[src/common/soc_params.svh]
//////////////////////////////////////////////////
// SoC memory map and widths
//////////////////////////////////////////////////

`ifndef SOC_PARAMS_SVH
`define SOC_PARAMS_SVH

// Bus widths
`define SOC_ADDR_W 64
`define SOC_DATA_W 64
`define APB_W      32

// L2 depth in 64-bit words
`define L2_NUM_WORDS 1024

// Memory map
`define DRAM_BASE 64'h0000_0000_8000_0000
`define DRAM_LEN  (64'd8 * `L2_NUM_WORDS)
`define UART_BASE 64'h0000_0000_C000_0000
`define UART_LEN  64'h0000_0000_0000_1000
`define CTRL_BASE 64'h0000_0000_D000_0000
`define CTRL_LEN  64'h0000_0000_0000_1000

// Control register offsets
`define CTRL_EXIT_OFS   64'h0
`define CTRL_CNT_EN_OFS 64'h8

`endif
[src/common/soc_pkg.sv]
//////////////////////////////////////////////////
// SoC bus types
//////////////////////////////////////////////////

`default_nettype none

`include "soc_params.svh"

package soc_pkg;

  typedef logic [`SOC_ADDR_W-1:0]   addr_t;
  typedef logic [`SOC_DATA_W-1:0]   data_t;
  typedef logic [`SOC_DATA_W/8-1:0] strb_t;
  typedef logic [`APB_W-1:0]        apb_addr_t;
  typedef logic [`APB_W-1:0]        apb_data_t;

  // Single request, qualified by a separate valid strobe
  typedef struct packed {
    logic  write;
    addr_t addr;
    data_t wdata;
    strb_t strb;
  } bus_req_t;

  typedef struct packed {
    data_t rdata;
    logic  err;
  } bus_rsp_t;

  typedef enum logic [1:0] {
    APB_IDLE,
    APB_SETUP,
    APB_ACCESS
  } apb_state_e;

  // Byte-wise merge of a write into a stored word
  function automatic data_t apply_strb(data_t old_word, data_t new_word, strb_t strb);
    data_t merged;
    merged = old_word;
    for (int i = 0; i < $bits(strb_t); i++) begin
      if (strb[i]) begin
        merged[8*i +: 8] = new_word[8*i +: 8];
      end
    end
    return merged;
  endfunction

endpackage

`default_nettype wire

[src/uart/apb_bridge.sv]
//////////////////////////////////////////////////
// APB bridge
//////////////////////////////////////////////////

`timescale 1ns/100ps
`default_nettype none

`include "soc_params.svh"

module apb_bridge (
  input  logic               clk_i,
  input  logic               rst_n_i,
  input  logic               sel_i,
  input  soc_pkg::bus_req_t  req_i,
  output logic               psel_o,
  output logic               penable_o,
  output logic               pwrite_o,
  output soc_pkg::apb_addr_t paddr_o,
  output soc_pkg::apb_data_t pwdata_o,
  input  soc_pkg::apb_data_t prdata_i,
  input  logic               pready_i,
  input  logic               pslverr_i,
  output logic               rsp_valid_o,
  output soc_pkg::bus_rsp_t  rsp_o
);

  soc_pkg::apb_state_e state_q;
  logic                accept;
  logic                done;

  assign accept = (state_q == soc_pkg::APB_IDLE) && sel_i;
  assign done   = (state_q == soc_pkg::APB_ACCESS) && pready_i;

  always_ff @(posedge clk_i or negedge rst_n_i) begin
    if (!rst_n_i) begin
      state_q     <= soc_pkg::APB_IDLE;
      rsp_valid_o <= 1'b0;
    end else begin
      rsp_valid_o <= done;
      case (state_q)
        soc_pkg::APB_IDLE: begin
          if (sel_i) begin
            state_q <= soc_pkg::APB_SETUP;
          end
        end
        soc_pkg::APB_SETUP: begin
          state_q <= soc_pkg::APB_ACCESS;
        end
        soc_pkg::APB_ACCESS: begin
          // Hold access until the slave is ready
          if (pready_i) begin
            state_q <= soc_pkg::APB_IDLE;
          end
        end
        default: begin
          state_q <= soc_pkg::APB_IDLE;
        end
      endcase
    end
  end

  // Transfer fields, held for the whole transfer
  always_ff @(posedge clk_i) begin
    if (accept) begin
      pwrite_o <= req_i.write;
      paddr_o  <= req_i.addr[`APB_W-1:0];
      pwdata_o <= req_i.wdata[`APB_W-1:0];
    end
  end

  // Read data zero-extended to the bus width
  always_ff @(posedge clk_i) begin
    if (done) begin
      rsp_o.rdata <= pwrite_o ? '0 : soc_pkg::data_t'(prdata_i);
      rsp_o.err   <= pslverr_i;
    end
  end

  assign psel_o    = (state_q != soc_pkg::APB_IDLE);
  assign penable_o = (state_q == soc_pkg::APB_ACCESS);

endmodule

`default_nettype wire

[config.mk]
export PLATFORM = sky130hd
export DESIGN_NAME = apb_bridge
export DESIGN_NICKNAME = d
export VERILOG_FILES = /design/src/common/soc_pkg.sv /design/src/uart/apb_bridge.sv
export VERILOG_INCLUDE_DIRS = /design/src /design/src/common
export SDC_FILE = /design/constraint.sdc
export NUM_CORES = 1
export LEC_CHECK = 0
export ABC_AREA = 1
export BUFFER_PORTS_ARGS = -buffer_cell sky130_fd_sc_hd__buf_2
export CORE_AREA = 2 2 118 120
export CTS_BUF_LIST = sky130_fd_sc_hd__clkbuf_4 sky130_fd_sc_hd__clkbuf_8
export CTS_CLUSTER_DIAMETER = 50
export DETAILED_ROUTE_END_ITERATION = 8
export DIE_AREA = 0 0 120 122
export REMOVE_ABC_BUFFERS = 1
export SLEW_MARGIN = 40
export SYNTH_ARGS = -nofsm -noshare
export SYNTH_HDL_FRONTEND = slang
export SYNTH_SLANG_ARGS = --single-unit
[constraint.sdc]
create_clock -name clk_i -period 5.15 [get_ports clk_i]
set_clock_uncertainty 0.1 [all_clocks]
set_input_delay 0 -clock clk_i [delete_from_list [all_inputs] [get_ports clk_i]]
set_output_delay 0 -clock clk_i [all_outputs]
set_load 0.02 [all_outputs]
==> impl_metrics.tcl <==
set metrics [dict create \
    status "completed" \
    synth_top_cell_by_area "edfxtp_1" \
    drive_above_1_share 0.414 \
    drc_errors 0 \
    crit_type "reg2reg" \
    pwr_density_cell_nw_per_um2 368 \
    fin_crit_sh 0.336 \
    max_stage_delay_ps 440 \
    slew_viol_final 0 \
    synth_top_area_share 0.821 \
    post-route-util 0.439 \
    die_area_um2 14600 \
    synth_edf_count 98 \
    slew_headroom 0.625 \
    total_power_mw 2.18 \
    synth-seq-cells 101 \
    crit_fanout 64 \
    clk_latency_ps 360 \
    post_cts_buffers 0 \
    critPathLaunchType "flop" \
    syn-cell-area_um2 3590 \
    totalNegativeSetupSlack_ps 0 \
    coreArea_um2 13500 \
    grt_setup_unrepaired "no" \
    worstMarginPinSlew_ps 563 \
    grt_pass1_wl_um 13300 \
    grt.overflow.total 0 \
    vias 2672 \
    grt_max_degree 65 \
    fmax_ghz 0.578 \
    cts.path.max_buffers 2 \
    cp_data_arrival_time_ps 1630 \
    place_hpwl_um 6030 \
    cp.required_ps 5050 \
    ys.flop_type "edfxtp_1" \
    cts_buffers 9 \
    crit_chain "inv_1 > nand2_1 > nor2_4 > buf_6" \
    fin_crit_ps 1730 \
    wl_um 9100 \
    viasPerCell 3.74 \
    synth_cell_types 9 \
    maxCapViolCount 0 \
    hold_viol_final 0 \
    io_buffers 202 \
    drt-initial-drc-count 75 \
    holdBufCountCts 102 \
    cts_root_buffer "clkbuf_8" \
    dp.cells 596 \
    io_pins 307 \
    area_growth_syn_to_layout_pct 65.4 \
    cpMaxStageDelayCell "buf_6" \
    syn_inst 214 \
    clock-sinks 101 \
    drtAntennaViolNets 0 \
    netlist_top_cells_count "edfxtp_1, inv_1, nor2_1" \
    initial_core_util 0.266 \
    track_usage 0.122 \
    ir_drop_v 0.000159 \
    setup_violations 0 \
    dr.pass1.iters 4 \
    grt_pass1_vias 2715 \
    htree_levels 3 \
    final_area_um2 5930 \
    placed_cell_area_um2 4740 \
    hold_class "in2reg" \
    power.leakage_nw 2.68 \
    wire_per_inst_um 12.7 \
    antenna_found_initial 1 \
    ys_top_cells_by_area "edfxtp_1, buf_4, inv_1" \
    gp_congestion 0.729 \
    end_kind "flop" \
    cts_tree "built" \
    die_h_um 122 \
    synth_most_common_cell "edfxtp_1" \
    r2r_slack_ps 3420 \
    stdcell_count 715 \
    async_flop_share 0.0297 \
    clk_pin_slew_ps 90 \
    ys_warn_count 0 \
    die_w_um 120 \
    row_count 43 \
    ys_seq_area_frac 0.842 \
    syn_avg_cell_area_um2 16.8 \
    final_nets 703 \
    ctsResizeCount 0 \
]
-- logic make-up (layout without fill, tap and decap cells) --
| family | count (synthesis) | count (layout) | synth area share |
|---|---|---|---|
| flops | 101 | 101 | 0.842 |
| buf+inv | 72 | 361 | 0.115 |
| simple gates | 40 | 40 | 0.0422 |
| other cells | 1 | 33 | 0.00105 |
-- sequential cells by signal (all words and copies together) (netlist names) --
register     cells
paddr_o         32
pwdata_o        32
pwrite_o         1
rsp_o           33
rsp_valid_o      1
state_q          2
-- critical path: cells and delay by family, from the launching register on --
kind                   cells  cell delay, ps
buffers and inverters      2             520
flip-flops                 1             410
AND/OR/NAND/NOR            2             260
-- report_power, final --
group / internal, mW / leakage (nW) / switching (mW)
Sequential: 1.10 / 0.958 / 0.0399
Combinational: 0.203 / 1.64 / 0.403
Clock: 0.183 / 0.0829 / 0.255
-- layout make-up --
type                       instances  area, um^2
timing repair buffer             308        2090
inverter                          37         139
multi-input combinational         72         287
antenna                            1        2.50
sequential                       101        3020
fill                            1197        7570
clock inverter                     5        27.5
tap                              180         225
clock buffer                      11         139
-- placed cells by master (no fill, tap or decap) --
cell type,count
buf_16,1
buf_2,202
buf_6,3
clkbuf_4,2
clkbuf_8,9
clkinv_1,3
clkinv_4,1
clkinvlp_4,1
conb_1,32
dfrtp_1,3
diode_2,1
dlygate4sd3_1,102
edfxtp_1,98
inv_1,37
nand2_1,4
nand3_1,1
nor2_1,33
nor2_4,2
-- per-stage QoR --
stage / worst slack [ps] / hold WS, ps
3_3_place_gp: 3320 / -304
4_1_cts: 3260 / 202
2_1_floorplan: 1190 / -396
6_report: 3420 / 233
3_5_place_dp: 3270 / -302
5_1_grt: 3330 / 225
-- per-layer routing --
metal | part of all wire | global-route usage | wire (um) | vias up
met3 | 0.10 | 0.0440 | 918 | 17
met2 | 0.50 | 0.213 | 4510 | 176
li1 | - | - | - | 1272
met4 | 0.028 | 0.0721 | 259 | 0
met1 | 0.38 | 0.126 | 3420 | 1207
met5 | 0 | 0 | 0 | -
-- worst paths after layout --
check	from	end	cells past startpoint
max	state_q[1]	paddr_o[7]	4
min	req_i[72]	paddr_o[0]	2
max reg2reg	state_q[1]	paddr_o[7]	4
min reg2reg	state_q[0]	state_q[1]	2
max in group asynchronous	rst_n_i	state_q[0]	3
min in group asynchronous	rst_n_i	rsp_valid_o	3
No activity file was read; power rests on OpenSTA's default activity.
