[config.mk]
export PLATFORM = sky130hd
export DESIGN_NAME = addr_decode
export DESIGN_NICKNAME = d
export VERILOG_FILES = /design/src/common/soc_pkg.sv /design/src/hdl/addr_decode.sv
export VERILOG_INCLUDE_DIRS = /design/src /design/src/common
export SDC_FILE = /design/constraint.sdc
export NUM_CORES = 1
export LEC_CHECK = 0
export BUFFER_PORTS_ARGS = -buffer_cell sky130_fd_sc_hd__clkbuf_2
export CORE_ASPECT_RATIO = 0.5
export CORE_MARGIN = 4
export CORE_UTILIZATION = 45
export DETAILED_ROUTE_END_ITERATION = 8
export GPL_ROUTABILITY_DRIVEN = 0
export PLACE_DENSITY = 0.81
export SLEW_MARGIN = 20
export SYNTH_ARGS = -nofsm -noshare
export SYNTH_HDL_FRONTEND = slang
export SYNTH_SLANG_ARGS = --single-unit
export TNS_END_PERCENT = 30
[constraint.sdc]
create_clock -name clk_i -period 0.8 [get_ports clk_i]
set_input_delay 0.16 -clock clk_i [delete_from_list [all_inputs] [get_ports clk_i]]
set_output_delay 0.16 -clock clk_i [all_outputs]
set_load 0.02 [all_outputs]
[src/common/soc_params.svh]
//////////////////////////////////////////////////
// SoC memory map and widths
//////////////////////////////////////////////////

`ifndef SOC_PARAMS_SVH
`define SOC_PARAMS_SVH

// Bus widths
`define SOC_ADDR_W 64
`define SOC_DATA_W 64
`define APB_W      32

// L2 depth in 64-bit words
`define L2_NUM_WORDS 1024

// Memory map
`define DRAM_BASE 64'h0000_0000_8000_0000
`define DRAM_LEN  (64'd8 * `L2_NUM_WORDS)
`define UART_BASE 64'h0000_0000_C000_0000
`define UART_LEN  64'h0000_0000_0000_1000
`define CTRL_BASE 64'h0000_0000_D000_0000
`define CTRL_LEN  64'h0000_0000_0000_1000

// Control register offsets
`define CTRL_EXIT_OFS   64'h0
`define CTRL_CNT_EN_OFS 64'h8

`endif
[src/common/soc_pkg.sv]
//////////////////////////////////////////////////
// SoC bus types
//////////////////////////////////////////////////

`default_nettype none

`include "soc_params.svh"

package soc_pkg;

  typedef logic [`SOC_ADDR_W-1:0]   addr_t;
  typedef logic [`SOC_DATA_W-1:0]   data_t;
  typedef logic [`SOC_DATA_W/8-1:0] strb_t;
  typedef logic [`APB_W-1:0]        apb_addr_t;
  typedef logic [`APB_W-1:0]        apb_data_t;

  // Single request, qualified by a separate valid strobe
  typedef struct packed {
    logic  write;
    addr_t addr;
    data_t wdata;
    strb_t strb;
  } bus_req_t;

  typedef struct packed {
    data_t rdata;
    logic  err;
  } bus_rsp_t;

  typedef enum logic [1:0] {
    APB_IDLE,
    APB_SETUP,
    APB_ACCESS
  } apb_state_e;

  // Byte-wise merge of a write into a stored word
  function automatic data_t apply_strb(data_t old_word, data_t new_word, strb_t strb);
    data_t merged;
    merged = old_word;
    for (int i = 0; i < $bits(strb_t); i++) begin
      if (strb[i]) begin
        merged[8*i +: 8] = new_word[8*i +: 8];
      end
    end
    return merged;
  endfunction

endpackage

`default_nettype wire

[src/hdl/addr_decode.sv]
//////////////////////////////////////////////////
// Address decoder
//////////////////////////////////////////////////

`timescale 1ns/100ps
`default_nettype none

`include "soc_params.svh"

module addr_decode (
  input  logic              clk_i,
  input  logic              rst_n_i,
  input  logic              req_valid_i,
  input  soc_pkg::bus_req_t req_i,
  output soc_pkg::bus_req_t req_o,
  output logic              l2_sel_o,
  output logic              uart_sel_o,
  output logic              ctrl_sel_o,
  output logic              dec_err_o
);

  logic hit_l2;
  logic hit_uart;
  logic hit_ctrl;

  function automatic logic in_region(soc_pkg::addr_t addr, soc_pkg::addr_t base,
                                     soc_pkg::addr_t len);
    return (addr >= base) && (addr < base + len);
  endfunction

  assign hit_l2   = in_region(req_i.addr, `DRAM_BASE, `DRAM_LEN);
  assign hit_uart = in_region(req_i.addr, `UART_BASE, `UART_LEN);
  assign hit_ctrl = in_region(req_i.addr, `CTRL_BASE, `CTRL_LEN);

  // One strobe per request, at most one high
  always_ff @(posedge clk_i or negedge rst_n_i) begin
    if (!rst_n_i) begin
      l2_sel_o   <= 1'b0;
      uart_sel_o <= 1'b0;
      ctrl_sel_o <= 1'b0;
      dec_err_o  <= 1'b0;
    end else begin
      l2_sel_o   <= req_valid_i && hit_l2;
      uart_sel_o <= req_valid_i && hit_uart;
      ctrl_sel_o <= req_valid_i && hit_ctrl;
      dec_err_o  <= req_valid_i && !(hit_l2 || hit_uart || hit_ctrl);
    end
  end

  // Request payload, shared by all targets
  always_ff @(posedge clk_i) begin
    if (req_valid_i) begin
      req_o <= req_i;
    end
  end

endmodule

`default_nettype wire

==> metrics, run 1 <==
Top Ports around 280; area of the die 11600 µm²; pre-CTS setup slack -0.535 ns; data required time of the worst path 0.64 ns; Post-Syn Area 4430 µm²; Total GRT Usage 26.9%; Pwr Density between 2000 and 2500 nW/µm²; Overflow after GRT 0; Post-DP HPWL 9.70 mm; antenna cells 0; post-DR vias/cell ~4.8; Pleak roughly 0.0037 µW; Finished Core Util 88.5%; Mapped Avg Cell Area ~26 µm²; relative slew slack about 80%; vias in the first global route 3808; Area Overhead vs Synth 90.1%; hold-critical path depth 2; Top Family by Delay on Critical Path flip-flops; largest net degree at the start of global routing 49; initial core utilization 46.6%; drt total wl roughly 17 mm; P_sw 4860 µW; initial antenna violation count 0; max cap viols 0; synth unique cells 18; Fmax between 800 and 900 MHz; end point of the critical path req_o[98]; Clock Path Buffers 2; WP depth 1; CP Max Fanout 1; drc violations 0; core area 9510 µm²; H-tree depth 4; DR vias 3664; share of layout cells above drive strength 1 56.3%; CP Launch Type flop; largest family of logic cells by synthesized area simple AND/OR/NAND/NOR gates; Slew Limit Fails 0; CP Launch Point req_o[98]; post-synthesis adder-cell area fraction 0%; Net Count, Synth 313; CP Cell Sequence buf_6; clock slew at reported path FFs 0.06 ns; root buffer cell clkbuf_16; Synth Area in Compound Gates 0.311%; register area share after synthesis 95.2%; Sw Share 23.4%; Comb pwr share between 10% and 20%; Finish-stage setup viols 145; fill count 416; Worst Max-Slew Pin Slew between 0.3 and 0.4 ns; Final min period 1.19 ns; XOR/XNOR Fraction of Synth Area 0%; slowest stage delay, CP 0.44 ns; port bufs 280; failing checks negative setup slack; CTS tree built; DRT iter0 DRCs 158; CP Capture Type output port; Final WS setup -0.387 ns; mux contribution to synthesized area 0.226%; Clock Power Share 43.3%; clock tree sinks 141; Synth Register Bits 141; crit path max-delay cell type edfxtp_1; status finished, violations left; kind of critical path flop to output port; Reg power frac 43.1%; Pre-Repair DR Iteration Count 4; Critical Path AT 1.03 ns; Worst Hold Class input port to flop; internal cell power 15900 µW; Ys Warns 0; routed len/inst 22.1 µm; die span in x 148 µm; Setup Buffers After CTS 0; Buf+Inv Stages, Crit Path 1; TritonCTS buffer count 17; VDD IR-drop max ~2.3 mV; Syn Inst Count 173; final antenna-violating net count 0; endpoints failing hold 0; simple-gate share of the synthesized area 4.13%; fin crit share 148%; first-pass GRT wire length 22.5 mm; Nets 757; RSZ-0062 raised after global routing true; Die H roughly 78 µm; FP Rows 25
[Yosys cell counts]
master / n / area [µm²]
nand4_1: 1 / 6.26
nor3_2: 1 / 10.0
nor2b_1: 1 / 6.26
nor4b_2: 1 / 15.0
nor4b_1: 1 / 8.76
and4_1: 1 / 8.76
nor4_1: 9 / 56.3
nor4_2: 2 / 25.0
and3_1: 3 / 18.8
nor3_1: 1 / 5.00
a31oi_1: 1 / 6.26
edfxtp_1: 137 / 4110
mux2i_1: 1 / 10.0
dfrtp_1: 4 / 100
nor2_1: 1 / 3.75
inv_1: 2 / 7.51
a21o_1: 1 / 7.51
nand2_1: 5 / 18.8
[power by group through the flow]
stage	combinational (µW)	sequential, µW	clock [µW]
finish	2810	8970	9010
detailed placement	2050	9060	0
floorplan	33.2	9790	0
global route	2910	9010	9450
global placement	2010	9030	0
CTS	2520	8910	8970
[routing by layer]
layer / up-vias / global-route usage, % / part of all wire, %
met1: 1879 / 27.5 / 34
met4: 0 / 11.2 / 2.4
li1: 1606 / - / -
met5: - / 0 / 0
met2: 145 / 52.1 / 60
met3: 34 / 7.44 / 4.1
[kinds of logic after synthesis]
family                 count (synthesis)
DFF                                  141
buffers and inverters                  2
and+or+nand+nor                       27
muxes                                  1
AOI/OAI and AO/OA                      2
[how the worst min path moves through the flow]
stage / startpoint / endpoint / slack, ns
floorplan: rst_n_i / ctrl_sel_o / -0.14
global placement: rst_n_i / uart_sel_o / -0.03
detailed placement: rst_n_i / uart_sel_o / -0.03
CTS: req_i[116] / req_o[116] / 0.02
global route: req_i[89] / req_o[89] / 0.007
finish: req_i[89] / req_o[89] / 0.02
[cells in the final DEF, fill, tap and decap left out, types with 5 or more instances in the layout]
cell type / synthesis / layout
clkbuf_2: 0 / 139
edfxtp_1: 137 / 137
dlygate4sd3_1: 0 / 108
buf_2: 0 / 91
buf_6: 0 / 43
buf_4: 0 / 36
clkbuf_16: 0 / 17
nor4_1: 9 / 6
bufinv_16: 0 / 6
nand2_1: 5 / 5
[timing repair]
item	CTS	global route
hold endpoints to repair	111	0
pin swaps	1	2
setup endpoints to repair	145	145
resized for setup	13	231
hold buffers	108	0
[registers in the layout (all words and copies together), names as in the netlist]
register	flops
uart_sel_o	1
l2_sel_o	1
req_o	137
ctrl_sel_o	1
dec_err_o	1
[area by class of cell]
type	count	area (µm²)	share of cell area, %
Sequential cell	141	4210	50.1
Timing Repair Buffer	425	3110	37.0
Clock buffer	18	429	5.10
Multi-Input combinational cell	30	249	2.96
Clock inverter	13	238	2.82
Tap cell	135	169	2.01
Inverter	2	7.51	0.0892
[metrics by stage]
stage | setup TNS (ns) | total power, µW | cell area (µm²) | cells | hold WS, ns
2_1_floorplan | -0.500 | 9830 | 4450 | 173 | -0.136
3_3_place_gp | -20.07 | 11000 | 6320 | 625 | -0.0346
3_5_place_dp | -21.37 | 11100 | 6320 | 625 | -0.0318
4_1_cts | -45.00 | 20400 | 8130 | 764 | 0.0170
5_1_grt | -49.27 | 21400 | 8420 | 764 | 0.00660
6_report | -44.65 | 20800 | 8420 | 764 | 0.0188
Note: power is estimated with default switching activity, not from simulation.
==> run 2: changes to the inputs <==
--- a/config.mk
+++ b/config.mk
@@ -9,10 +9,12 @@
 export BUFFER_PORTS_ARGS = -buffer_cell sky130_fd_sc_hd__clkbuf_2
 export CORE_ASPECT_RATIO = 0.5
 export CORE_MARGIN = 4
-export CORE_UTILIZATION = 45
+export CORE_UTILIZATION = 47
+export CTS_BUF_LIST = sky130_fd_sc_hd__clkbuf_2 sky130_fd_sc_hd__clkbuf_4 sky130_fd_sc_hd__clkbuf_8
+export CTS_CLUSTER_DIAMETER = 150
 export DETAILED_ROUTE_END_ITERATION = 8
 export GPL_ROUTABILITY_DRIVEN = 0
-export PLACE_DENSITY = 0.81
+export PLACE_DENSITY = 0.84
 export SLEW_MARGIN = 20
 export SYNTH_ARGS = -nofsm -noshare
 export SYNTH_HDL_FRONTEND = slang
==> metrics, run 2 (same netlist as run 1, synthesis figures left out) <==
VDD IR-drop max 1.92 mV; status finished, violations left; Clock Path Buffers 2; CP Max Fanout 1; Worst Max-Slew Pin Slew between 0.3 and 0.4 ns; Critical Path AT about 1.1 ns; Worst Hold Class input port to flop; Worst Hold Launch req_i[132]; crit path max-delay cell type edfxtp_1; Nets between 700 and 800; Area Overhead vs Synth 88.8%; FP Rows 24; Clock Power Share 35.2%; fill count about 270; routed len/inst 31.8 µm; kind of critical path flop to output port; Finish-stage setup viols between 100 and 150; Buf+Inv Stages, Crit Path 1; hold-critical path depth 2; area of the die 11100 µm²; internal cell power ~13000 µW; initial core utilization around half; Pre-Repair DR Iteration Count 5; Final min period 1.29 ns; initial antenna violation count 1; vias in the first global route 4244; relative slew slack 75.0%; DRT iter0 DRCs 588; clock slew at reported path FFs roughly 0.10 ns; Reg power frac 48.3%; P_sw 5500 µW; Top Family by Delay on Critical Path flip-flops; Pleak 0.00364 µW; Comb pwr share 16.5%; RSZ-0062 raised after global routing true; slowest stage delay, CP between 0.4 and 0.5 ns; final antenna-violating net count 0; most common cell after layout, fill and taps aside clkbuf_2; Fmax around 780 MHz; Total GRT Usage 33.9%; Die H about 77 µm; max cap viols 0; failing checks negative setup slack; CP Cell Sequence buf_6; Slew Limit Fails 0; Placed Area 6340 µm²; largest net degree at the start of global routing 61; data required time of the worst path 0.64 ns; first-pass GRT wire length 27.2 mm; Sw Share approximately 29%; port bufs 280; H-tree depth 4; clock tree sinks 141; Final WS setup -0.490 ns; Top Ports 281; Post-Layout Inst Area 8360 µm²; Overflow after GRT 0; CTS tree built; CP Launch Type flop; Pwr Density 2250 nW/µm²; root buffer cell clkbuf_8; die span in x ~150 µm; Setup TNS -57.14 ns; TritonCTS buffer count 17; worst hold slack about 0.0054 ns; drc violations 0; fin crit share 161%; core area between 8000 and 9000 µm²; Finished Core Util 93.4%; Largest Register req_o; Hold EP req_o[132]; post-DR vias/cell 5.87; DR vias 4476; Post-DP HPWL 10.1 mm; Largest register FFs 137; share of layout cells above drive strength 1 a little over half; commonest cells after routing, fill and taps aside clkbuf_2 (143), edfxtp_1 (137), dlygate4sd3_1 (126); drt total wl 24.3 mm; endpoints failing hold 0; CP Capture Type output port
==> run 2: final cells by class <==
cell class	count	area [µm²]	area share, %
diodes	2	5.00	0.0599
clock buffers	17	234	2.80
clock inverters	15	188	2.24
inverters	2	7.51	0.0898
multi-input cells	30	262	3.13
flip-flops and latches	141	4210	50.4
well taps	117	146	1.75
repair buffers	438	3300	39.5
==> run 2: how the worst max path moves through the flow <==
stage | from | endpoint | depth (start not counted)
3_5_place_dp | req_i[98] | l2_sel_o | 6
3_3_place_gp | req_i[99] | l2_sel_o | 6
4_1_cts | req_o[98] | req_o[98] | 1
2_1_floorplan | req_i[122] | l2_sel_o | 4
6_report | req_o[30] | req_o[30] | 1
5_1_grt | req_o[30] | req_o[30] | 1
==> run 2: timing repair <==
| item | 4_1_cts | 5_1_grt |
|---|---|---|
| resized for setup | 6 | 237 |
| pin swaps | 2 | 1 |
| hold buffers | 126 | 0 |
| buffers inserted | 0 | 0 |
| endpoints found under the setup margin | 145 | 145 |
| hold endpoints to repair | 129 | 0 |
==> run 2: metal layers <==
metal / global-route usage, % / up-vias / wire length, µm
li1: - / 1636 / -
met1: 36.1 / 2158 / 7820
met2: 61.2 / 533 / 11800
met3: 9.51 / 149 / 2730
met4: 19.3 / 0 / 1940
met5: 0 / - / 0
==> run 2: power by group through the flow <==
stage,sequential (µW),clock (µW),combinational [µW]
6_report,9070,6610,3100
5_1_grt,9080,6950,3150
4_1_cts,8910,6060,2590
3_5_place_dp,9070,0,2080
3_3_place_gp,9030,0,2040
2_1_floorplan,9790,0,33.2
==> run 2: metrics by stage <==
step / cells / setup slack, ns / power, µW
3_3_place_gp: 602 / -0.700 / 11100
2_1_floorplan: 173 / -0.145 / 9830
4_1_cts: 760 / -0.443 / 17600
5_1_grt: 761 / -0.541 / 19200
6_report: 762 / -0.490 / 18800
3_5_place_dp: 602 / -0.707 / 11200
