## config.mk

```make
export PLATFORM = sky130hd
export DESIGN_NAME = rsp_collect
export DESIGN_NICKNAME = d
export VERILOG_FILES = /design/src/common/soc_pkg.sv /design/src/hdl/rsp_collect.sv
export VERILOG_INCLUDE_DIRS = /design/src /design/src/common
export SDC_FILE = /design/constraint.sdc
export NUM_CORES = 1
export LEC_CHECK = 0
export BUFFER_PORTS_ARGS = -buffer_cell sky130_fd_sc_hd__buf_2
export CORE_AREA = 2 2 104 106
export CTS_CLUSTER_DIAMETER = 30
export DETAILED_ROUTE_END_ITERATION = 12
export DIE_AREA = 0 0 106 108
export PLACE_DENSITY = 0.72
export SYNTH_ARGS = -nofsm -noshare
export SYNTH_HDL_FRONTEND = slang
export SYNTH_SLANG_ARGS = --single-unit
```

## constraint.sdc

```tcl
create_clock -name clk_i -period 0.8 [get_ports clk_i]
set_clock_uncertainty 0.1 [all_clocks]
set_input_delay 0.2 -clock clk_i [delete_from_list [all_inputs] [get_ports clk_i]]
set_output_delay 0.2 -clock clk_i [all_outputs]
set_load 0.01 [all_outputs]
```

## src/common/soc_params.svh

```systemverilog
//////////////////////////////////////////////////
// SoC memory map and widths
//////////////////////////////////////////////////

`ifndef SOC_PARAMS_SVH
`define SOC_PARAMS_SVH

// Bus widths
`define SOC_ADDR_W 64
`define SOC_DATA_W 64
`define APB_W      32

// L2 depth in 64-bit words
`define L2_NUM_WORDS 1024

// Memory map
`define DRAM_BASE 64'h0000_0000_8000_0000
`define DRAM_LEN  (64'd8 * `L2_NUM_WORDS)
`define UART_BASE 64'h0000_0000_C000_0000
`define UART_LEN  64'h0000_0000_0000_1000
`define CTRL_BASE 64'h0000_0000_D000_0000
`define CTRL_LEN  64'h0000_0000_0000_1000

// Control register offsets
`define CTRL_EXIT_OFS   64'h0
`define CTRL_CNT_EN_OFS 64'h8

`endif
```

## src/common/soc_pkg.sv

```systemverilog
//////////////////////////////////////////////////
// SoC bus types
//////////////////////////////////////////////////

`default_nettype none

`include "soc_params.svh"

package soc_pkg;

  typedef logic [`SOC_ADDR_W-1:0]   addr_t;
  typedef logic [`SOC_DATA_W-1:0]   data_t;
  typedef logic [`SOC_DATA_W/8-1:0] strb_t;
  typedef logic [`APB_W-1:0]        apb_addr_t;
  typedef logic [`APB_W-1:0]        apb_data_t;

  // Single request, qualified by a separate valid strobe
  typedef struct packed {
    logic  write;
    addr_t addr;
    data_t wdata;
    strb_t strb;
  } bus_req_t;

  typedef struct packed {
    data_t rdata;
    logic  err;
  } bus_rsp_t;

  typedef enum logic [1:0] {
    APB_IDLE,
    APB_SETUP,
    APB_ACCESS
  } apb_state_e;

  // Byte-wise merge of a write into a stored word
  function automatic data_t apply_strb(data_t old_word, data_t new_word, strb_t strb);
    data_t merged;
    merged = old_word;
    for (int i = 0; i < $bits(strb_t); i++) begin
      if (strb[i]) begin
        merged[8*i +: 8] = new_word[8*i +: 8];
      end
    end
    return merged;
  endfunction

endpackage

`default_nettype wire

```

## src/hdl/rsp_collect.sv

```systemverilog
//////////////////////////////////////////////////
// Response collector
//////////////////////////////////////////////////

`timescale 1ns/100ps
`default_nettype none

module rsp_collect (
  input  logic              clk_i,
  input  logic              rst_n_i,
  input  logic              l2_valid_i,
  input  soc_pkg::bus_rsp_t l2_rsp_i,
  input  logic              uart_valid_i,
  input  soc_pkg::bus_rsp_t uart_rsp_i,
  input  logic              ctrl_valid_i,
  input  soc_pkg::bus_rsp_t ctrl_rsp_i,
  input  logic              dec_err_i,
  output logic              rsp_valid_o,
  output soc_pkg::bus_rsp_t rsp_o
);

  logic              any_valid;
  soc_pkg::bus_rsp_t rsp_sel;

  assign any_valid = l2_valid_i || uart_valid_i || ctrl_valid_i || dec_err_i;

  // Only one source is active at a time
  always_comb begin
    if (l2_valid_i) begin
      rsp_sel = l2_rsp_i;
    end else if (uart_valid_i) begin
      rsp_sel = uart_rsp_i;
    end else if (ctrl_valid_i) begin
      rsp_sel = ctrl_rsp_i;
    end else begin
      // Decode error
      rsp_sel = '{rdata: '0, err: 1'b1};
    end
  end

  always_ff @(posedge clk_i or negedge rst_n_i) begin
    if (!rst_n_i) begin
      rsp_valid_o <= 1'b0;
    end else begin
      rsp_valid_o <= any_valid;
    end
  end

  always_ff @(posedge clk_i) begin
    if (any_valid) begin
      rsp_o <= rsp_sel;
    end
  end

endmodule

`default_nettype wire

```

==> impl_metrics.toml, run 1 <==
[sta]
final-hold-violation-count = 0
setup_slack_ps = -410
setup_viol = 197
slew_headroom_pct = 85.2
post-route-min-period_ps = 1210
max_freq_mhz = 827
finalMaxSlewViolations = 0
post-route-period-util_pct = 151
rsz0062_at_grt = "yes"
setup_tns_ps = -59570
tightest_slew_ps = 222

[drt]
wire_per_inst_um = 23.0
remaining_drc_errors = 0
final_antenna_net_count = 0
drt_iter0_markers = 286
viasPerCell = 5.57
vias = 4586
first_pass_iters = 5
wirelength_um = 18900

[finish]
layout_common_cells = "buf_2, a21oi_2, edfxtp_1, nand3b_1, buf_16"
register_area_sq_mm = 0.00198
final_cell_area_sq_mm = 0.00791
multi_input_area_sq_mm = 0.00248
drive_above_1_share_pct = 72.4
fillers = 618
area_growth_pct = 113
finalNetCount = 885
layout_commonest_cell = "buf_2"

[worst_hold_path]
hp-start = "l2_rsp_i[14]"
hp-class = "input pin to register"
hold_end = "rsp_o[14]$_DFFE_PP_"
hold_depth = 3

[critical_path]
crit_type = "input pin to register"
cp.required_ps = 800
crit_arrival_ps = 1210
worst-path-max-fanout = 14
endpoint_kind = "register"
cp-start-kind = "input pin"

[pwr]
p_per_area_mw_per_mm2 = 1310
switchingPower_uw = 3070
seqPwrFrac_pct = 41.6
intPower_uw = 7290
clkPwrFrac_pct = 22.5
switching_share_pct = 29.6
pwr-share-comb_pct = 35.9
p_leak_uw = 0.00332
ir_worst_vdd_mv = 0.655

[die]
start_util_pct = 36.2
ios = 267
die_area_sq_mm = 0.0114
rows = 37
die_w_um = 106
die_h_um = 108
core_area_sq_mm = 0.0102

[global_routing]
antenna_found_initial = 2
grt_pass1_vias = 4687
grt_overflow = 0
grt_usage_pct = 30.8
grt_pass1_wl_um = 26200
grt_max_degree = 38

[logic_synthesis]
yosysUniqueCellTypes = 13
yosys_register_bits = 66
yosys_warnings = 0
ys_seq_area_share_pct = 53.3
synth_cells = 362
synth_nets = 563
synth_area_sq_mm = 0.00371
synth.avg_cell_area_sq_um = 10.2

[run_status]
status = "finished with violations"
violations = "negative setup slack"

[placement]
portBuffers = 266
dpl-instance-area_sq_mm = 0.00525
dp_hpwl_um = 8650
place.gp.congestion = 0.855

[clock_network]
h-tree-depth = 3
cts.path.max_buffers = 2
cts_made_buffers = 9
cts-root-buf = "clkbuf_8"
clk_pin_slew_ps = 80
cts_tree = "done"
cts.sinks = 66

[flow_run]
maxCapViolations = 0
[logic make-up (layout without fill, tap and decap cells)]
logic type / count (synthesis) / count (layout) / share of synthesized area (%)
AO/OA/AOI/OAI: 129 / 129 / 17.5
buffers and inverters: 35 / 359 / 4.66
flip-flops: 66 / 66 / 53.3
other: 0 / 2 / 0
AND/OR/NAND/NOR: 132 / 132 / 24.5
[sequential cells by signal (all words and copies together) (netlist names)]
signal / cells
rsp_o: 65
rsp_valid_o: 1
[critical path, cell delays in order]
cell and delay, ps:
buf_12 100, or4_4 580, buf_12 170, buf_16 150
[stage by stage]
stage	util [%]	setup WS (ps)	total power, uW	instances	hold WS, ps
after detailed placement	51.3	-662	6350	743	-121
after CTS	72.9	-398	9930	822	36.7
after floorplan	-	-748	5290	362	-196
after global routing	77.3	-425	10700	824	75.1
final	77.3	-410	10400	824	83.3
after global placement	51.3	-650	6300	743	-118
[final cells by class]
cell class              instances  area share, %
clock inverters                 1         0.0633
diodes                          2         0.0633
repair buffers                346           39.7
flip-flops and latches         66           25.0
well taps                     136           2.15
multi-input cells             261           31.3
clock buffers                  12           1.71
[Yosys cell counts (all sizes together)]
library cell / count / area share (%)
a21oi: 128 / 17
edfxtp: 65 / 53
nor2b: 65 / 11
nand3b: 64 / 13
buf: 24 / 3.5
clkbuf: 11 / 1.1
dfrtp: 1 / 0.67
nand2: 1 / 0.10
nor3b: 1 / 0.20
o31ai: 1 / 0.20
or4: 1 / 0.30
[power groups by stage]
stage / Sequential [uW] / Combinational, uW / Clock (uW)
floorplan: 4600 / 689 / 0
global placement: 4360 / 1930 / 0
detailed placement: 4370 / 1970 / 0
CTS: 4300 / 3310 / 2320
global route: 4340 / 3870 / 2480
finish: 4310 / 3720 / 2330
[layer usage]
metal / routed length [um] / vias to the layer above / global-route usage (%)
li1: - / 1992 / -
met1: 6950 / 2218 / 37.8
met2: 9590 / 323 / 53.7
met3: 1760 / 53 / 6.09
met4: 647 / 0 / 11.7
met5: 0 / - / 0
[worst max path at each step]
stage                        startpoint             endpoint  slack [ps]
floorplan                  uart_valid_i   rsp_o[0]$_DFFE_PP_        -750
global placement           ctrl_valid_i  rsp_o[41]$_DFFE_PP_        -650
detailed placement         ctrl_valid_i  rsp_o[45]$_DFFE_PP_        -660
CTS                 rsp_o[52]$_DFFE_PP_            rsp_o[52]        -400
global route        rsp_o[16]$_DFFE_PP_            rsp_o[16]        -430
finish                     uart_valid_i  rsp_o[54]$_DFFE_PP_        -410
[timing repair]
item                       in CTS  in global routing
buffers inserted               25                 10
setup endpoints to repair     197                197
hold endpoints to repair        1                  0
hold buffers                    1                  0
cloned                         40                  2
gates resized for setup       188                115
pin swaps                      51                 45
Power figures use the tool's default switching activity.
==> run 2, diff against run 1 <==
- CORE_AREA: 2 2 104 106 -> 2 2 103 105
- CTS_BUF_LIST: unset -> sky130_fd_sc_hd__clkbuf_4 sky130_fd_sc_hd__clkbuf_8
- DIE_AREA: 0 0 106 108 -> 0 0 105 107
- PLACE_DENSITY: 0.72 -> 0.73
==> run 2 against run 1 <==
Against the previous run: the flow still finishes with violations (negative setup slack); combinational power decreased by 13%; utilization decreased by 5.9 points; die area decreased by 1.9%; first-iteration DRC count increased by 22%; cell area decreased by 8.9%; maximum frequency decreased by 0.67%; total power decreased by 4.9%; routed wire length decreased by 7.3%; hold slack improved by 11 ps; global-route usage decreased by 3.0 points; critical path type unchanged; critical endpoint is now rsp_o[4]$_DFFE_PP_.
==> impl_metrics.toml, run 2 (synthesized netlist as in run 1, its figures left out) <==
[run_status]
violations = "negative setup slack"
status = "finished with violations"

[pwr]
p_per_area_mw_per_mm2 = 1370
ir_worst_vdd_mv = 0.881
p_leak_uw = 0.00297

[sta]
tightest_slew_ps = 256
finalMaxSlewViolations = 0
max_freq_mhz = 821
rsz0062_at_grt = "yes"
final-hold-violation-count = 0
post-route-period-util_pct = 152
setup_viol = 197
setup_slack_ps = -418
post-route-min-period_ps = 1220
slew_headroom_pct = 82.8

[global_routing]
grt_usage_pct = 27.8
grt_max_degree = 32
grt_overflow = 0
grt_pass1_vias = 4363
grt_pass1_wl_um = 23500
antenna_found_initial = 0

[clock_network]
cts.path.max_buffers = 2
h-tree-depth = 3
cts-root-buf = "clkbuf_8"
cts.sinks = 66
cts_tree = "done"
cts_made_buffers = 9
clk_pin_slew_ps = 70

[drt]
drt_iter0_markers = 348
wl_met3_um = 1510
highest_layer = "met4"
remaining_drc_errors = 0
wl_met2_um = 9020
wirelength_um = 17600
viasPerCell = 5.56
routedLengthMet1_um = 6420
final_antenna_net_count = 0
first_pass_iters = 5
vias = 4436
wire_per_inst_um = 22.0

[finish]
drive_above_1_share_pct = 69.3
fin_util_pct = 71.3
layout_commonest_cell = "buf_2"
layout_common_cells = "buf_2, a21oi_2, edfxtp_1, nand3b_1, nor2b_1"
largest_registers = "rsp_o x65, rsp_valid_o x1"
final_cell_area_sq_mm = 0.00720
finalNetCount = 860
largest_register_ffs = 65
finalNonFillerCells = 798
regMostFlops = "rsp_o"
area_growth_pct = 94.2
antennaDiodeCount = 0

[die]
die_h_um = 107
core_area_sq_mm = 0.0101
die_w_um = 105
start_util_pct = 36.7
rows = 37
ios = 267
die_area_sq_mm = 0.0112

[critical_path]
cp.required_ps = 780
cp-start-kind = "input pin"
worst-path-max-fanout = 15
crit_type = "input pin to register"
crit_arrival_ps = 1200
endpoint_kind = "register"

[flow_run]
maxCapViolations = 0

[placement]
dp_hpwl_um = 8530
dpl-instance-area_sq_mm = 0.00523
dp_cells = 744
place.gp.congestion = 0.822
portBuffers = 266

[worst_hold_path]
hp-class = "input pin to register"
==> run 2: cell types whose count changed in the layout (fill, tap and decap cells not counted), moves of 2 or more <==
cell,previous run,this run
a21oi_1,18,15
a21oi_2,73,78
buf_8,11,4
clkbuf_1,3,0
nor2b_4,26,5
buf_6,13,6
buf_12,19,23
nor2b_1,36,54
nor2b_2,3,6
a21oi_4,37,35
diode_2,2,0
buf_16,39,16
clkbuf_16,2,10
==> run 2: worst paths after layout <==
path / slack [ps] / cells past startpoint / from / to
hold / removal: 90 / 3 / l2_rsp_i[25] / rsp_o[25]$_DFFE_PP_
max in group asynchronous: 410 / 2 / rst_n_i / rsp_valid_o$_DFF_PN0_
min in group asynchronous: 110 / 2 / rst_n_i / rsp_valid_o$_DFF_PN0_
setup / recovery: -420 / 3 / dec_err_i / rsp_o[4]$_DFFE_PP_
==> run 2: area by class of cell <==
cell class,count,area (sq um)
sequential,66,1980
tap,136,170
timing repair buffer,321,2600
clock inverter,4,21.3
clock buffer,10,131
fill,693,2890
multi-input combinational,261,2300
==> run 2: routing by layer <==
metal	up-vias	track usage, %
li1	1926	-
met2	310	49.8
met5	-	0
met3	62	5.90
met4	0	11.0
met1	2138	32.4
==> run 2: critical path, cell delays in order <==
cell	delay, ps
buf_6	90
or4_4	660
clkbuf_16	240
==> run 2: per-stage QoR <==
stage               worst slack, ps  hold slack, ps  TNS, ps  total power (uW)
detailed placement             -664            -124   -74890              6350
floorplan                      -748            -196   -62320              5290
finish                         -418            93.9   -57440              9860
global route                   -415            76.1   -59680             10200
global placement               -647            -122   -72550              6290
CTS                            -403            36.2   -51830              9550
==> run 2: repair_timing <==
action,4_1_cts,5_1_grt
gates resized for setup,146,84
hold endpoints to repair,1,0
gates cloned,25,11
pin swaps,30,36
setup buffers,11,3
hold buffers,1,0
setup endpoints to repair,197,197
==> run 2: report_power, final <==
part,switching (uW),internal [uW]
sequential,99.1,4220
clock,1200,1100
combinational,1580,1650
==> run 3, diff against run 2 <==
- BUFFER_PORTS_ARGS: -buffer_cell sky130_fd_sc_hd__buf_2 -> unset
- DONT_BUFFER_PORTS: unset -> 1
- PLACE_DENSITY: 0.73 -> unset
==> run 3 against run 2 <==
Against the previous run: the run ends with negative hold slack, negative setup slack left; critical path depth unchanged; combinational power down 80%; global-route usage is 11 points lower; clock power grew 33%; first-iteration DRC count shrank 43%; flip-flop and latch count unchanged; sequential share of layout area rose by 20 points; total power down 15%; worst setup slack better by 57 ps; die area unchanged; hold slack lost 120 ps; count of clock-buffer cells in the layout decreased by 1; critical endpoint is now rsp_o[31]$_DFFE_PP_; highest routed layer unchanged.
==> impl_metrics.toml, run 3 (synthesized netlist as in run 1, its figures left out) <==
[critical_path]
endpoint_kind = "register"
crit_arrival_ps = 1160
cp.required_ps = 800
crit_type = "input pin to register"
worst-path-max-fanout = 131
cp-start-kind = "input pin"

[placement]
place.gp.congestion = 0.821
dp_cells = 465
portBuffers = 0
dp_slack_ps = -540
dp_hpwl_um = 6440

[finish]
area_growth_pct = 13.0
drive_above_1_share_pct = 7.87
antennaDiodeCount = 0
layout_common_cells = "a21oi_1, nor2b_1, edfxtp_1, nand3b_1, clkbuf_8"
largest_registers = "rsp_o x65, rsp_valid_o x1"
largest_register_ffs = 65
regMostFlops = "rsp_o"
layout_commonest_cell = "a21oi_1"
finalNetCount = 552
finalNonFillerCells = 492

[drt]
wire_per_inst_um = 19.9
drt_iter0_markers = 197
vias = 2819
final_antenna_net_count = 0
viasPerCell = 5.73
wirelength_um = 9810
first_pass_iters = 5
remaining_drc_errors = 0

[sta]
slew_headroom_pct = 84.8
final-hold-violation-count = 5
rsz0062_at_grt = "yes"
tightest_slew_ps = 228
max_freq_mhz = 861
post-route-min-period_ps = 1160
finalMaxSlewViolations = 0
post-route-period-util_pct = 145
setup_viol = 132
timing.hold.ws_ps = -29.8
setup_slack_ps = -361

[global_routing]
antenna_found_initial = 0
grt_max_degree = 132
grt_overflow = 0
grt_pass1_vias = 2720
grt_usage_pct = 16.7
grt_pass1_wl_um = 14500

[flow_run]
maxCapViolations = 0

[pwr]
p_leak_uw = 0.00137
p_per_area_mw_per_mm2 = 1990
ir_worst_vdd_mv = 0.959

[clock_network]
cts.sinks = 66
cts_made_buffers = 9
clk_pin_slew_ps = 70
cts.path.max_buffers = 2
cts-root-buf = "clkbuf_8"
h-tree-depth = 3
cts_hold_repair.buffers = 2
cts_tree = "done"

[die]
die_area_sq_mm = 0.0112
ios = 267
start_util_pct = 36.7
die_h_um = 107
core_area_sq_mm = 0.0101
rows = 37
die_w_um = 105

[run_status]
violations = "negative hold slack, negative setup slack"
status = "finished with violations"

[worst_hold_path]
hp-class = "input pin to asynchronous set/reset pin"
run 3: cell type report:
cell class | count | area, sq um
multi-input combinational | 261 | 1560
tap | 136 | 170
clock buffer | 9 | 124
timing repair buffer | 13 | 264
fill | 975 | 5900
clock inverter | 7 | 92.6
sequential | 66 | 1980
run 3: timing repair:
action / in CTS / in global routing
setup buffers: 5 / 2
resized for setup: 7 / 8
cloned: 6 / 1
endpoints found under the hold margin: 46 / 11
setup endpoints to repair: 132 / 133
pin swaps: 0 / 1
run 3: critical path: stages:
cell and delay, ps:
or4_4 590, buf_12 180, clkbuf_16 160
run 3: where the power goes:
part | total, uW | internal (uW) | leakage [uW] | switching [uW]
logic | 655 | 387 | 0.000576 | 268
clock network | 3080 | 1750 | 0.000105 | 1330
registers | 4610 | 4240 | 0.000690 | 371
total | 8350 | 6380 | 0.00137 | 1970
run 3: path summary, 6_finish.rpt:
kind,from,endpoint,slack [ps],cells after the start
max,l2_valid_i,rsp_o[31]$_DFFE_PP_,-360,3
min in group clk_i,l2_rsp_i[0],rsp_o[0]$_DFFE_PP_,-30,2
max in group asynchronous,rst_n_i,rsp_valid_o$_DFF_PN0_,530,1
min,rst_n_i,rsp_valid_o$_DFF_PN0_,-30,1
run 3: metal layers:
metal	global-route usage, %	wire length, um	part of all wire (%)	up-vias
li1	-	-	-	1311
met2	29.4	5110	52	171
met4	7.62	227	2.3	0
met5	0	0	0	-
met3	5.17	866	8.8	17
met1	18.6	3610	37	1320
run 3: metrics by stage:
stage	cell area (sq um)	hold slack (ps)	TNS [ps]	total power (uW)	util [%]
after floorplan	3720	-196	-62320	5290	-
after global placement	3750	-196	-35170	5280	37.2
after detailed placement	3750	-196	-35520	5300	37.2
after CTS	4230	-55.2	-38340	8540	41.9
after global routing	4190	-31.5	-38870	8740	41.5
final	4190	-29.8	-39270	8350	41.5
