[src/common/soc_params.svh]
//////////////////////////////////////////////////
// SoC memory map and widths
//////////////////////////////////////////////////

`ifndef SOC_PARAMS_SVH
`define SOC_PARAMS_SVH

// Bus widths
`define SOC_ADDR_W 64
`define SOC_DATA_W 64
`define APB_W      32

// L2 depth in 64-bit words
`define L2_NUM_WORDS 1024

// Memory map
`define DRAM_BASE 64'h0000_0000_8000_0000
`define DRAM_LEN  (64'd8 * `L2_NUM_WORDS)
`define UART_BASE 64'h0000_0000_C000_0000
`define UART_LEN  64'h0000_0000_0000_1000
`define CTRL_BASE 64'h0000_0000_D000_0000
`define CTRL_LEN  64'h0000_0000_0000_1000

// Control register offsets
`define CTRL_EXIT_OFS   64'h0
`define CTRL_CNT_EN_OFS 64'h8

`endif
[src/common/soc_pkg.sv]
//////////////////////////////////////////////////
// SoC bus types
//////////////////////////////////////////////////

`default_nettype none

`include "soc_params.svh"

package soc_pkg;

  typedef logic [`SOC_ADDR_W-1:0]   addr_t;
  typedef logic [`SOC_DATA_W-1:0]   data_t;
  typedef logic [`SOC_DATA_W/8-1:0] strb_t;
  typedef logic [`APB_W-1:0]        apb_addr_t;
  typedef logic [`APB_W-1:0]        apb_data_t;

  // Single request, qualified by a separate valid strobe
  typedef struct packed {
    logic  write;
    addr_t addr;
    data_t wdata;
    strb_t strb;
  } bus_req_t;

  typedef struct packed {
    data_t rdata;
    logic  err;
  } bus_rsp_t;

  typedef enum logic [1:0] {
    APB_IDLE,
    APB_SETUP,
    APB_ACCESS
  } apb_state_e;

  // Byte-wise merge of a write into a stored word
  function automatic data_t apply_strb(data_t old_word, data_t new_word, strb_t strb);
    data_t merged;
    merged = old_word;
    for (int i = 0; i < $bits(strb_t); i++) begin
      if (strb[i]) begin
        merged[8*i +: 8] = new_word[8*i +: 8];
      end
    end
    return merged;
  endfunction

endpackage

`default_nettype wire

[src/ctrl/ctrl_regs.sv]
//////////////////////////////////////////////////
// Control registers
//////////////////////////////////////////////////

`timescale 1ns/100ps
`default_nettype none

`include "soc_params.svh"

module ctrl_regs (
  input  logic              clk_i,
  input  logic              rst_n_i,
  input  logic              sel_i,
  input  soc_pkg::bus_req_t req_i,
  output soc_pkg::data_t    exit_o,
  output soc_pkg::data_t    hw_cnt_en_o,
  output logic              rsp_valid_o,
  output soc_pkg::bus_rsp_t rsp_o
);

  soc_pkg::addr_t ofs;
  logic           hit_exit;
  logic           hit_cnt_en;
  soc_pkg::data_t rdata;

  assign ofs        = req_i.addr - `CTRL_BASE;
  assign hit_exit   = (ofs == `CTRL_EXIT_OFS);
  assign hit_cnt_en = (ofs == `CTRL_CNT_EN_OFS);
  assign rdata      = hit_exit ? exit_o : hw_cnt_en_o;

  always_ff @(posedge clk_i or negedge rst_n_i) begin
    if (!rst_n_i) begin
      exit_o      <= '0;
      hw_cnt_en_o <= '0;
      rsp_valid_o <= 1'b0;
    end else begin
      rsp_valid_o <= sel_i;
      if (sel_i && req_i.write && hit_exit) begin
        exit_o <= soc_pkg::apply_strb(exit_o, req_i.wdata, req_i.strb);
      end
      if (sel_i && req_i.write && hit_cnt_en) begin
        hw_cnt_en_o <= soc_pkg::apply_strb(hw_cnt_en_o, req_i.wdata, req_i.strb);
      end
    end
  end

  // Unknown offset answers with an error and zero data
  always_ff @(posedge clk_i) begin
    if (sel_i) begin
      if (hit_exit || hit_cnt_en) begin
        rsp_o <= '{rdata: req_i.write ? '0 : rdata, err: 1'b0};
      end else begin
        rsp_o <= '{rdata: '0, err: 1'b1};
      end
    end
  end

endmodule

`default_nettype wire

[config.mk]
export PLATFORM = sky130hd
export DESIGN_NAME = ctrl_regs
export DESIGN_NICKNAME = d
export VERILOG_FILES = /design/src/common/soc_pkg.sv /design/src/ctrl/ctrl_regs.sv
export VERILOG_INCLUDE_DIRS = /design/src /design/src/common
export SDC_FILE = /design/constraint.sdc
export NUM_CORES = 1
export LEC_CHECK = 0
export ABC_AREA = 0
export BUFFER_PORTS_ARGS = -buffer_cell sky130_fd_sc_hd__buf_2
export CORE_UTILIZATION = 35
export DETAILED_ROUTE_END_ITERATION = 8
export SETUP_SLACK_MARGIN = 0.02
export SKIP_LAST_GASP = 1
export SYNTH_ARGS = -nofsm -noshare
export SYNTH_HDL_FRONTEND = slang
export SYNTH_SLANG_ARGS = --single-unit
[constraint.sdc]
create_clock -name clk_i -period 1.4 [get_ports clk_i]
set_input_delay 0.07 -clock clk_i [delete_from_list [all_inputs] [get_ports clk_i]]
set_output_delay 0.07 -clock clk_i [all_outputs]
set_load 0.005 [all_outputs]
==> Flow_metrics.wiki, run 1 <==
{| class="wikitable"
! Metric !! Value
|-
| Initial antenna violation count || 6
|-
| Layout net count || approximately 1,200
|-
| Number of routed nets with antenna violations || 0
|-
| Post-synthesis sequential area ratio || 60.5%
|-
| Maximum number of pins on one net before global-route repair || 67
|-
| Logic gate share of total power || under 10%
|-
| Max FO, Critical Path || 8
|-
| Relative slew slack || between 20% and 30%
|-
| Total number of vias || around 6,700
|-
| Sequential fraction of design power || roughly 50%
|-
| Slew at the pin with the worst max-slew slack || about 1.1 ns
|-
| Drt first pass iters || 4
|-
| Pins Over Slew Limit || 0
|-
| Setup slack of the critical path after layout || -1.11 ns
|-
| Tcrit/Tclk final || 180%
|-
| CP Launch Type || primary input
|-
| Worst supply voltage drop on vdd || around 1.1 mV
|-
| Total clock buffers created by CTS || 17
|-
| Switching share of total power || between 20% and 30%
|-
| PortBufs || roughly 330
|-
| Clock-pin transition on the worst setup and hold timing paths || about 0.08 ns
|-
| Fin area || approximately 14,000 sq um
|-
| Data required time of the worst path || 1.67 ns
|-
| Flop and latch count out of synthesis || around 190
|-
| Final min period || 2.51 ns
|-
| Horizontal die dimension || ~160 microns
|-
| CP Class || in2reg
|-
| Clock tree from TritonCTS || built
|-
| Design internal power || approximately 9000 uW
|-
| Cell count after placement || ~1,200
|-
| Post-DR vias/cell || 4.92
|-
| Post-detailed-route wirelength per cell || roughly 19 microns
|-
| Filler Cells Inserted || ~1,900
|-
| Insertion delay to the later sink of the worst-skew pair || roughly 0.43 ns
|-
| Area of the mapped netlist || 8570 sq um
|-
| Area added between synthesis and finish || 58.6%
|-
| Std-Cell Rows || 56
|-
| Initial core utilization || between 30% and 40%
|-
| Outcome || finished, violations left
|-
| Fraction of final layout cells with drive strength greater than 1 || 60.9%
|-
| Number of different library cells in the post-synthesis netlist || 39
|-
| Total GRT Usage || 21.2%
|-
| Cell count after synthesis || approximately 560
|-
| Total congestion overflow || 0
|-
| Post-layout instance count excluding filler cells || around 1,400
|-
| Worst hold-check path type || in2async
|-
| First-iteration detailed-routing DRC count || ~320
|-
| Max Clk Rate || around 0.40 GHz
|-
| Count of boundary I/O pins || 334
|-
| Pwr per Cell Area || 878 nW/um^2
|-
| Per-instance average area after synthesis || 15.3 sq um
|-
| FF-to-FF setup slack || approximately 0.38 ns
|-
| Number of max-capacitance violations reported || 0
|-
| Placer's final routability congestion estimate || ~0.88
|-
| Endpoint arrival time on the critical path || 2.79 ns
|-
| Clock share of power || 41.2%
|-
| Switching power summed over all nets || around 2900 uW
|-
| Root Buffer || sky130_fd_sc_hd__clkbuf_16
|-
| Static leakage || around 0.0066 uW
|-
| Detailed Place HPWL || around 17,000 microns
|-
| Final-report setup violation count || 193
|-
| Critical path capture point type || flip-flop
|-
| RSZ-0062 raised after global routing || true
|-
| DR DRC count || 0
|-
| Number of global-route vias before repair || just under 7,000
|-
| Synth Net Count || around 700
|-
| Total Die Area || roughly 25,000 sq um
|-
| Placed cell areas || around 11,000 sq um
|-
| Violated checks || setup timing
|-
| CORE AREA || 23,800 sq um
|-
| Post-Route WL || between 20,000 and 30,000 microns
|-
| Buffer depth of the longest clock path || 2
|-
| Die span in y || approximately 160 microns
|-
| H-tree levels || 4
|-
| Yosys Warn Count || 0
|-
| Hold violation total from the final report || 0
|-
| Wire length of the first global-routing pass || 40,100 microns
|-
| Post-route clock skew || between 0.009 and 0.01 ns
|-
| Number of clock sinks || a little under 200
|}
[Yosys cell counts (all sizes together)]
cell	count	area, sq um
and2	2	12.5
mux2	128	1440
xnor2	1	8.76
nor4	27	415
a211oi	1	7.51
o41ai	3	48.8
nand4bb	1	11.3
o211a	1	10.0
edfxtp	65	1950
dfrtp	129	3230
nand4b	1	8.76
or3	3	18.8
and4	1	8.76
xor2	1	8.76
nor3	68	340
clkbuf	18	67.6
nor4bb	1	10.0
o221ai	1	26.3
nand3	9	45.0
nor2	4	15.0
nand4	3	33.8
or4	4	33.8
a31oi	1	6.26
o41a	1	11.3
nor4b	1	8.76
or2	2	12.5
nand3b	8	60.1
o21ai	1	8.76
mux2i	65	651
buf	10	57.6
[metrics by stage]
stage	util [%]	setup slack (ns)	setup TNS, ns	hold WS (ns)	total power [uW]
floorplan	-	-1.50	-276.33	-0.226	6330
global placement	48.3	-1.70	-303.88	-0.00494	6940
CTS	56.5	-1.10	-199.10	0.0961	12100
detailed placement	48.3	-1.74	-313.64	-0.00615	6940
global route	57.2	-1.16	-208.21	0.116	12400
finish	57.2	-1.11	-198.12	0.0994	11900
[logic make-up (layout without fill, tap and decap cells)]
kind of cell | count (synthesis) | after routing | share of synthesized area [%]
flops | 194 | 194 | 60.5
mux | 193 | 193 | 24.4
simple gates | 135 | 135 | 12.1
buf+inv | 28 | 509 | 1.46
compound gates | 9 | 9 | 1.39
xor+xnor | 2 | 2 | 0.204
other cells | 0 | 3 | 0
[routing by layer]
layer	GRT usage, %	up-vias	routed length, microns
li1	-	3092	-
met1	26.5	3348	11300
met2	35.7	229	12800
met3	7.00	30	1940
met4	4.49	6	360
met5	0	-	41
[worst paths after layout]
check / start / to / cells past startpoint
worst min-delay path: rst_n_i / rsp_valid_o / 2
worst max-delay path: req_i[110] / rsp_o[41] / 10
max in group asynchronous: rst_n_i / exit_o[56] / 3
min in group clk_i: req_i[3] / exit_o[27] / 5
worst max register to register: hw_cnt_en_o[49] / rsp_o[50] / 2
worst min register to register: exit_o[43] / exit_o[43] / 1
[sequential cells by signal, indices dropped and copies added (netlist names)]
signal / cells
rsp_valid_o: 1
exit_o: 64
rsp_o: 65
hw_cnt_en_o: 64
[timing repair]
action,4_1_cts,5_1_grt
hold buffers,65,0
setup endpoints to repair,193,193
gates cloned,4,2
pin swaps,27,14
resized for setup,111,26
endpoints found under the hold margin,257,0
setup buffers,9,3
[cells in the final DEF (no fill, tap or decap), drive strengths merged, types with 2 or more instances in the layout]
cell type,instances
buf,410
nor2,4
mux2i,65
or3,3
nand3b,8
clkbuf,20
clkinv,3
and2,2
dfrtp,129
diode,3
mux2,128
or2,2
nand3,9
nor3,68
inv,7
or4,4
nand4,3
nor4,27
o41ai,3
clkinvlp,3
edfxtp,65
dlygate4sd3,65
[cell type report]
type,count,area [sq um],area share [%]
diodes,3,7.51,0.0552
clock inverters,14,168,1.23
flip-flops and latches,194,5180,38.1
well taps,319,399,2.94
repair buffers,477,3360,24.8
clock buffers,18,429,3.16
multi-input cells,339,4040,29.7
[critical path, stage by stage]
cell,delay [ns]
sky130_fd_sc_hd__buf_6,0.09
sky130_fd_sc_hd__or4_4,0.52
sky130_fd_sc_hd__or4_4,0.56
sky130_fd_sc_hd__o41ai_4,0.28
sky130_fd_sc_hd__o221ai_4,0.16
sky130_fd_sc_hd__buf_12,0.17
sky130_fd_sc_hd__or3_4,0.49
sky130_fd_sc_hd__buf_12,0.18
sky130_fd_sc_hd__buf_12,0.15
sky130_fd_sc_hd__nor3_4,0.11
[power by group through the flow]
stage                     Clock (uW)  Combinational, uW  Sequential (uW)
after CTS                       5040               1030             5980
after floorplan                    0                219             6110
after global placement             0                847             6090
final                           4920               1030             5980
after detailed placement           0                849             6100
after global routing            5250               1120             5990
Note: power is estimated with default switching activity, not from simulation.
==> run 2: changes to the inputs <==
--- a/config.mk
+++ b/config.mk
@@ -10,6 +10,7 @@
 export BUFFER_PORTS_ARGS = -buffer_cell sky130_fd_sc_hd__buf_2
 export CORE_UTILIZATION = 35
 export DETAILED_ROUTE_END_ITERATION = 8
+export GPL_TIMING_DRIVEN = 0
 export SETUP_SLACK_MARGIN = 0.02
 export SKIP_LAST_GASP = 1
 export SYNTH_ARGS = -nofsm -noshare
==> run 2 against run 1 <==
Compared with the run above:
- the flow still finishes with violations (setup timing)
- die area did not move
- fmax fell by 0.26%
- clock skew rose by 0.0031 ns
- core utilization rose by 1.4 points
- register-to-register slack got worse by 0.04 ns
- highest routed layer unchanged
==> Flow_metrics.wiki, run 2 (synthesis results as in run 1) <==
{| class="wikitable"
! Metric !! Value
|-
| Post-detailed-route wirelength per cell || 20.0 microns (+3.3%)
|-
| Std-Cell Rows || 56 (unchanged)
|-
| Biggest registers after layout || rsp_o x65, exit_o x64, hw_cnt_en_o x64
|-
| Total number of vias || 6,672 (-0.49%)
|-
| Violated checks || setup timing
|-
| Max Clk Rate || 0.397 GHz (-0.26%)
|-
| Number of global-route vias before repair || 6,805 (-1.7%)
|-
| Worst supply voltage drop on vdd || 0.695 mV (-35%)
|-
| Max FO, Critical Path || 5 (-3)
|-
| Detailed Place HPWL || 17,800 microns (+1.9%)
|-
| Layout net count || 1,163 (-0.51%)
|-
| Number of routed nets with antenna violations || 0 (unchanged)
|-
| Initial core utilization || 36.1% (unchanged)
|-
| Pwr per Cell Area || 847 nW/um^2 (-3.5%)
|-
| H-tree levels || 4 (unchanged)
|-
| Maximum number of pins on one net before global-route repair || 77 (+15%)
|-
| Hold violation total from the final report || 0 (unchanged)
|-
| RSZ-0062 raised after global routing || true
|-
| Die span in y || 158 microns (unchanged)
|-
| Register with the most flip-flops || rsp_o
|-
| Initial antenna violation count || 3 (-3)
|-
| Number of max-capacitance violations reported || 0 (unchanged)
|-
| Filler Cells Inserted || 1,926 (-0.67%)
|-
| Clock tree from TritonCTS || built
|-
| Final total power || 11,800 uW (-1.1%)
|-
| CORE AREA || 23,800 sq um (unchanged)
|-
| Post-DR vias/cell || 4.92 (about the same)
|-
| Buffer depth of the longest clock path || 2 (unchanged)
|-
| Endpoint arrival time on the critical path || 2.66 ns (-0.13 ns)
|-
| Area added between synthesis and finish || 62.6%
|-
| Root Buffer || sky130_fd_sc_hd__clkbuf_16
|-
| PortBufs || 333 (unchanged)
|-
| Relative slew slack || 22.4% (-4.5 points)
|-
| Post-route clock skew || 0.0127 ns (+0.00309 ns)
|-
| Clock-pin transition on the worst setup and hold timing paths || 0.08 ns (about the same)
|-
| Worst hold-check path type || in2reg
|-
| Wire length of the first global-routing pass || 39,100 microns (-2.4%)
|-
| Outcome || finished, violations left
|-
| Critical path capture point type || flip-flop
|-
| Horizontal die dimension || 158 microns (unchanged)
|-
| Tcrit/Tclk final || 180% (+0.47 points)
|-
| Count of boundary I/O pins || 334 (unchanged)
|-
| Most used cells in the layout excluding fill and tap cells || 327 x sky130_fd_sc_hd__buf_2, 129 x sky130_fd_sc_hd__dfrtp_1, 123 x sky130_fd_sc_hd__mux2_4
|-
| Fin area || 13,900 sq um (+2.5%)
|-
| Final-report setup violation count || 193 (unchanged)
|-
| Total clock buffers created by CTS || 17 (unchanged)
|-
| Static leakage || 0.00684 uW (+3.2%)
|-
| First-iteration detailed-routing DRC count || 348 (+9.1%)
|-
| Number of flip-flops in the largest register || 65 (unchanged)
|-
| Total GRT Usage || 20.7% (-0.48 points)
|-
| Setup slack of the critical path after layout || -1.12 ns (-0.00655 ns)
|-
| Total Die Area || 25,100 sq um (unchanged)
|-
| Data required time of the worst path || 1.54 ns (-0.13 ns)
|-
| Most frequent standard cell in the layout excluding fill and tap cells || sky130_fd_sc_hd__buf_2
|-
| CP Class || in2reg
|-
| Final min period || 2.52 ns (+0.00655 ns)
|-
| Slew at the pin with the worst max-slew slack || 1.16 ns (+0.0670 ns)
|-
| Number of clock sinks || 194 (unchanged)
|-
| Insertion delay to the later sink of the worst-skew pair || 0.43 ns (about the same)
|-
| Total Neg Setup Slack || -204.40 ns (-6.28 ns)
|-
| Pins Over Slew Limit || 0 (unchanged)
|-
| Worst hold slack || 0.0932 ns (-0.00621 ns)
|-
| Placed cell areas || 11,000 sq um (-4.1%)
|-
| DR DRC count || 0 (unchanged)
|-
| Total congestion overflow || 0 (unchanged)
|-
| Placer's final routability congestion estimate || 0.864 (-2.2%)
|-
| Fraction of final layout cells with drive strength greater than 1 || 62.1% (+1.1 points)
|-
| Post-Route WL || 27,100 microns (+2.8%)
|-
| CP Launch Type || primary input
|-
| Drt first pass iters || 6 (+2)
|}
-- run 2: cell types whose count changed in the layout (fill, tap and decap cells not counted), moves of 4 or more --
cell | previous run | this run
sky130_fd_sc_hd__mux2_2 | 0 | 5
sky130_fd_sc_hd__buf_8 | 1 | 5
sky130_fd_sc_hd__clkbuf_1 | 1 | 18
sky130_fd_sc_hd__buf_4 | 46 | 12
sky130_fd_sc_hd__nor3_1 | 35 | 4
sky130_fd_sc_hd__clkbuf_16 | 19 | 27
sky130_fd_sc_hd__mux2_4 | 128 | 123
sky130_fd_sc_hd__nor3_4 | 9 | 38
-- run 2: final cells by class --
class | count | area, sq um | share of cell area [%]
Sequential cell | 194 | 5180 | 37.2
Multi-Input combinational cell | 339 | 4360 | 31.3
Timing Repair Buffer | 444 | 3160 | 22.7
Clock buffer | 19 | 433 | 3.11
Tap cell | 319 | 399 | 2.87
Buffer | 27 | 251 | 1.81
Clock inverter | 13 | 138 | 0.988
Antenna cell | 2 | 5.00 | 0.0359
-- run 2: repair_timing --
action	CTS	global route
hold endpoints to repair	181	0
pin swaps	25	58
setup endpoints to repair	193	193
buffers inserted	28	6
gates resized for setup	138	74
gates cloned	1	9
hold buffers	65	0
-- run 2: final timing paths --
| kind | slack (ns) | depth (start not counted) | startpoint | endpoint |
|---|---|---|---|---|
| max | -1.12 | 9 | req_i[108] | rsp_o[34] |
| min reg2reg | 0.54 | 1 | exit_o[36] | exit_o[36] |
| max in group asynchronous | 0.43 | 3 | rst_n_i | exit_o[56] |
| max reg2reg | 0.34 | 2 | exit_o[41] | rsp_o[42] |
| min in group asynchronous | 0.15 | 2 | rst_n_i | rsp_valid_o |
| min | 0.09 | 1 | sel_i | rsp_o[15] |
-- run 2: critical path: stages --
cell and delay (ns):
sky130_fd_sc_hd__buf_8 0.09, sky130_fd_sc_hd__or4_4 0.52, sky130_fd_sc_hd__or4_4 0.56, sky130_fd_sc_hd__o41a_1 0.37
sky130_fd_sc_hd__o221ai_4 0.35, sky130_fd_sc_hd__or3_4 0.30, sky130_fd_sc_hd__buf_12 0.18, sky130_fd_sc_hd__clkbuf_16 0.17
sky130_fd_sc_hd__nor3_2 0.04
-- run 2: where the power goes --
part	total (uW)	internal (uW)	switching, uW
combinational	1020	468	550
clock	4810	2390	2420
sequential	5980	5950	24.3
total	11800	8810	2990
-- run 2: stage by stage --
| step | setup WS, ns | std cells | util (%) |
|---|---|---|---|
| after global placement | -2.43 | 1213 | 46.1 |
| after CTS | -1.09 | 1341 | 56.0 |
| after detailed placement | -2.28 | 1215 | 46.4 |
| after global routing | -1.18 | 1356 | 58.6 |
| final | -1.12 | 1357 | 58.6 |
| after floorplan | -1.50 | 561 | - |
-- run 2: per-layer routing --
| metal | global-route usage [%] | share of wire (%) | vias to the layer above |
|---|---|---|---|
| met1 | 26.7 | 44 | 3345 |
| met5 | 0 | 0.099 | - |
| met3 | 6.34 | 7.0 | 21 |
| met4 | 5.04 | 0.81 | 4 |
| met2 | 34.0 | 48 | 226 |
| li1 | - | - | 3076 |
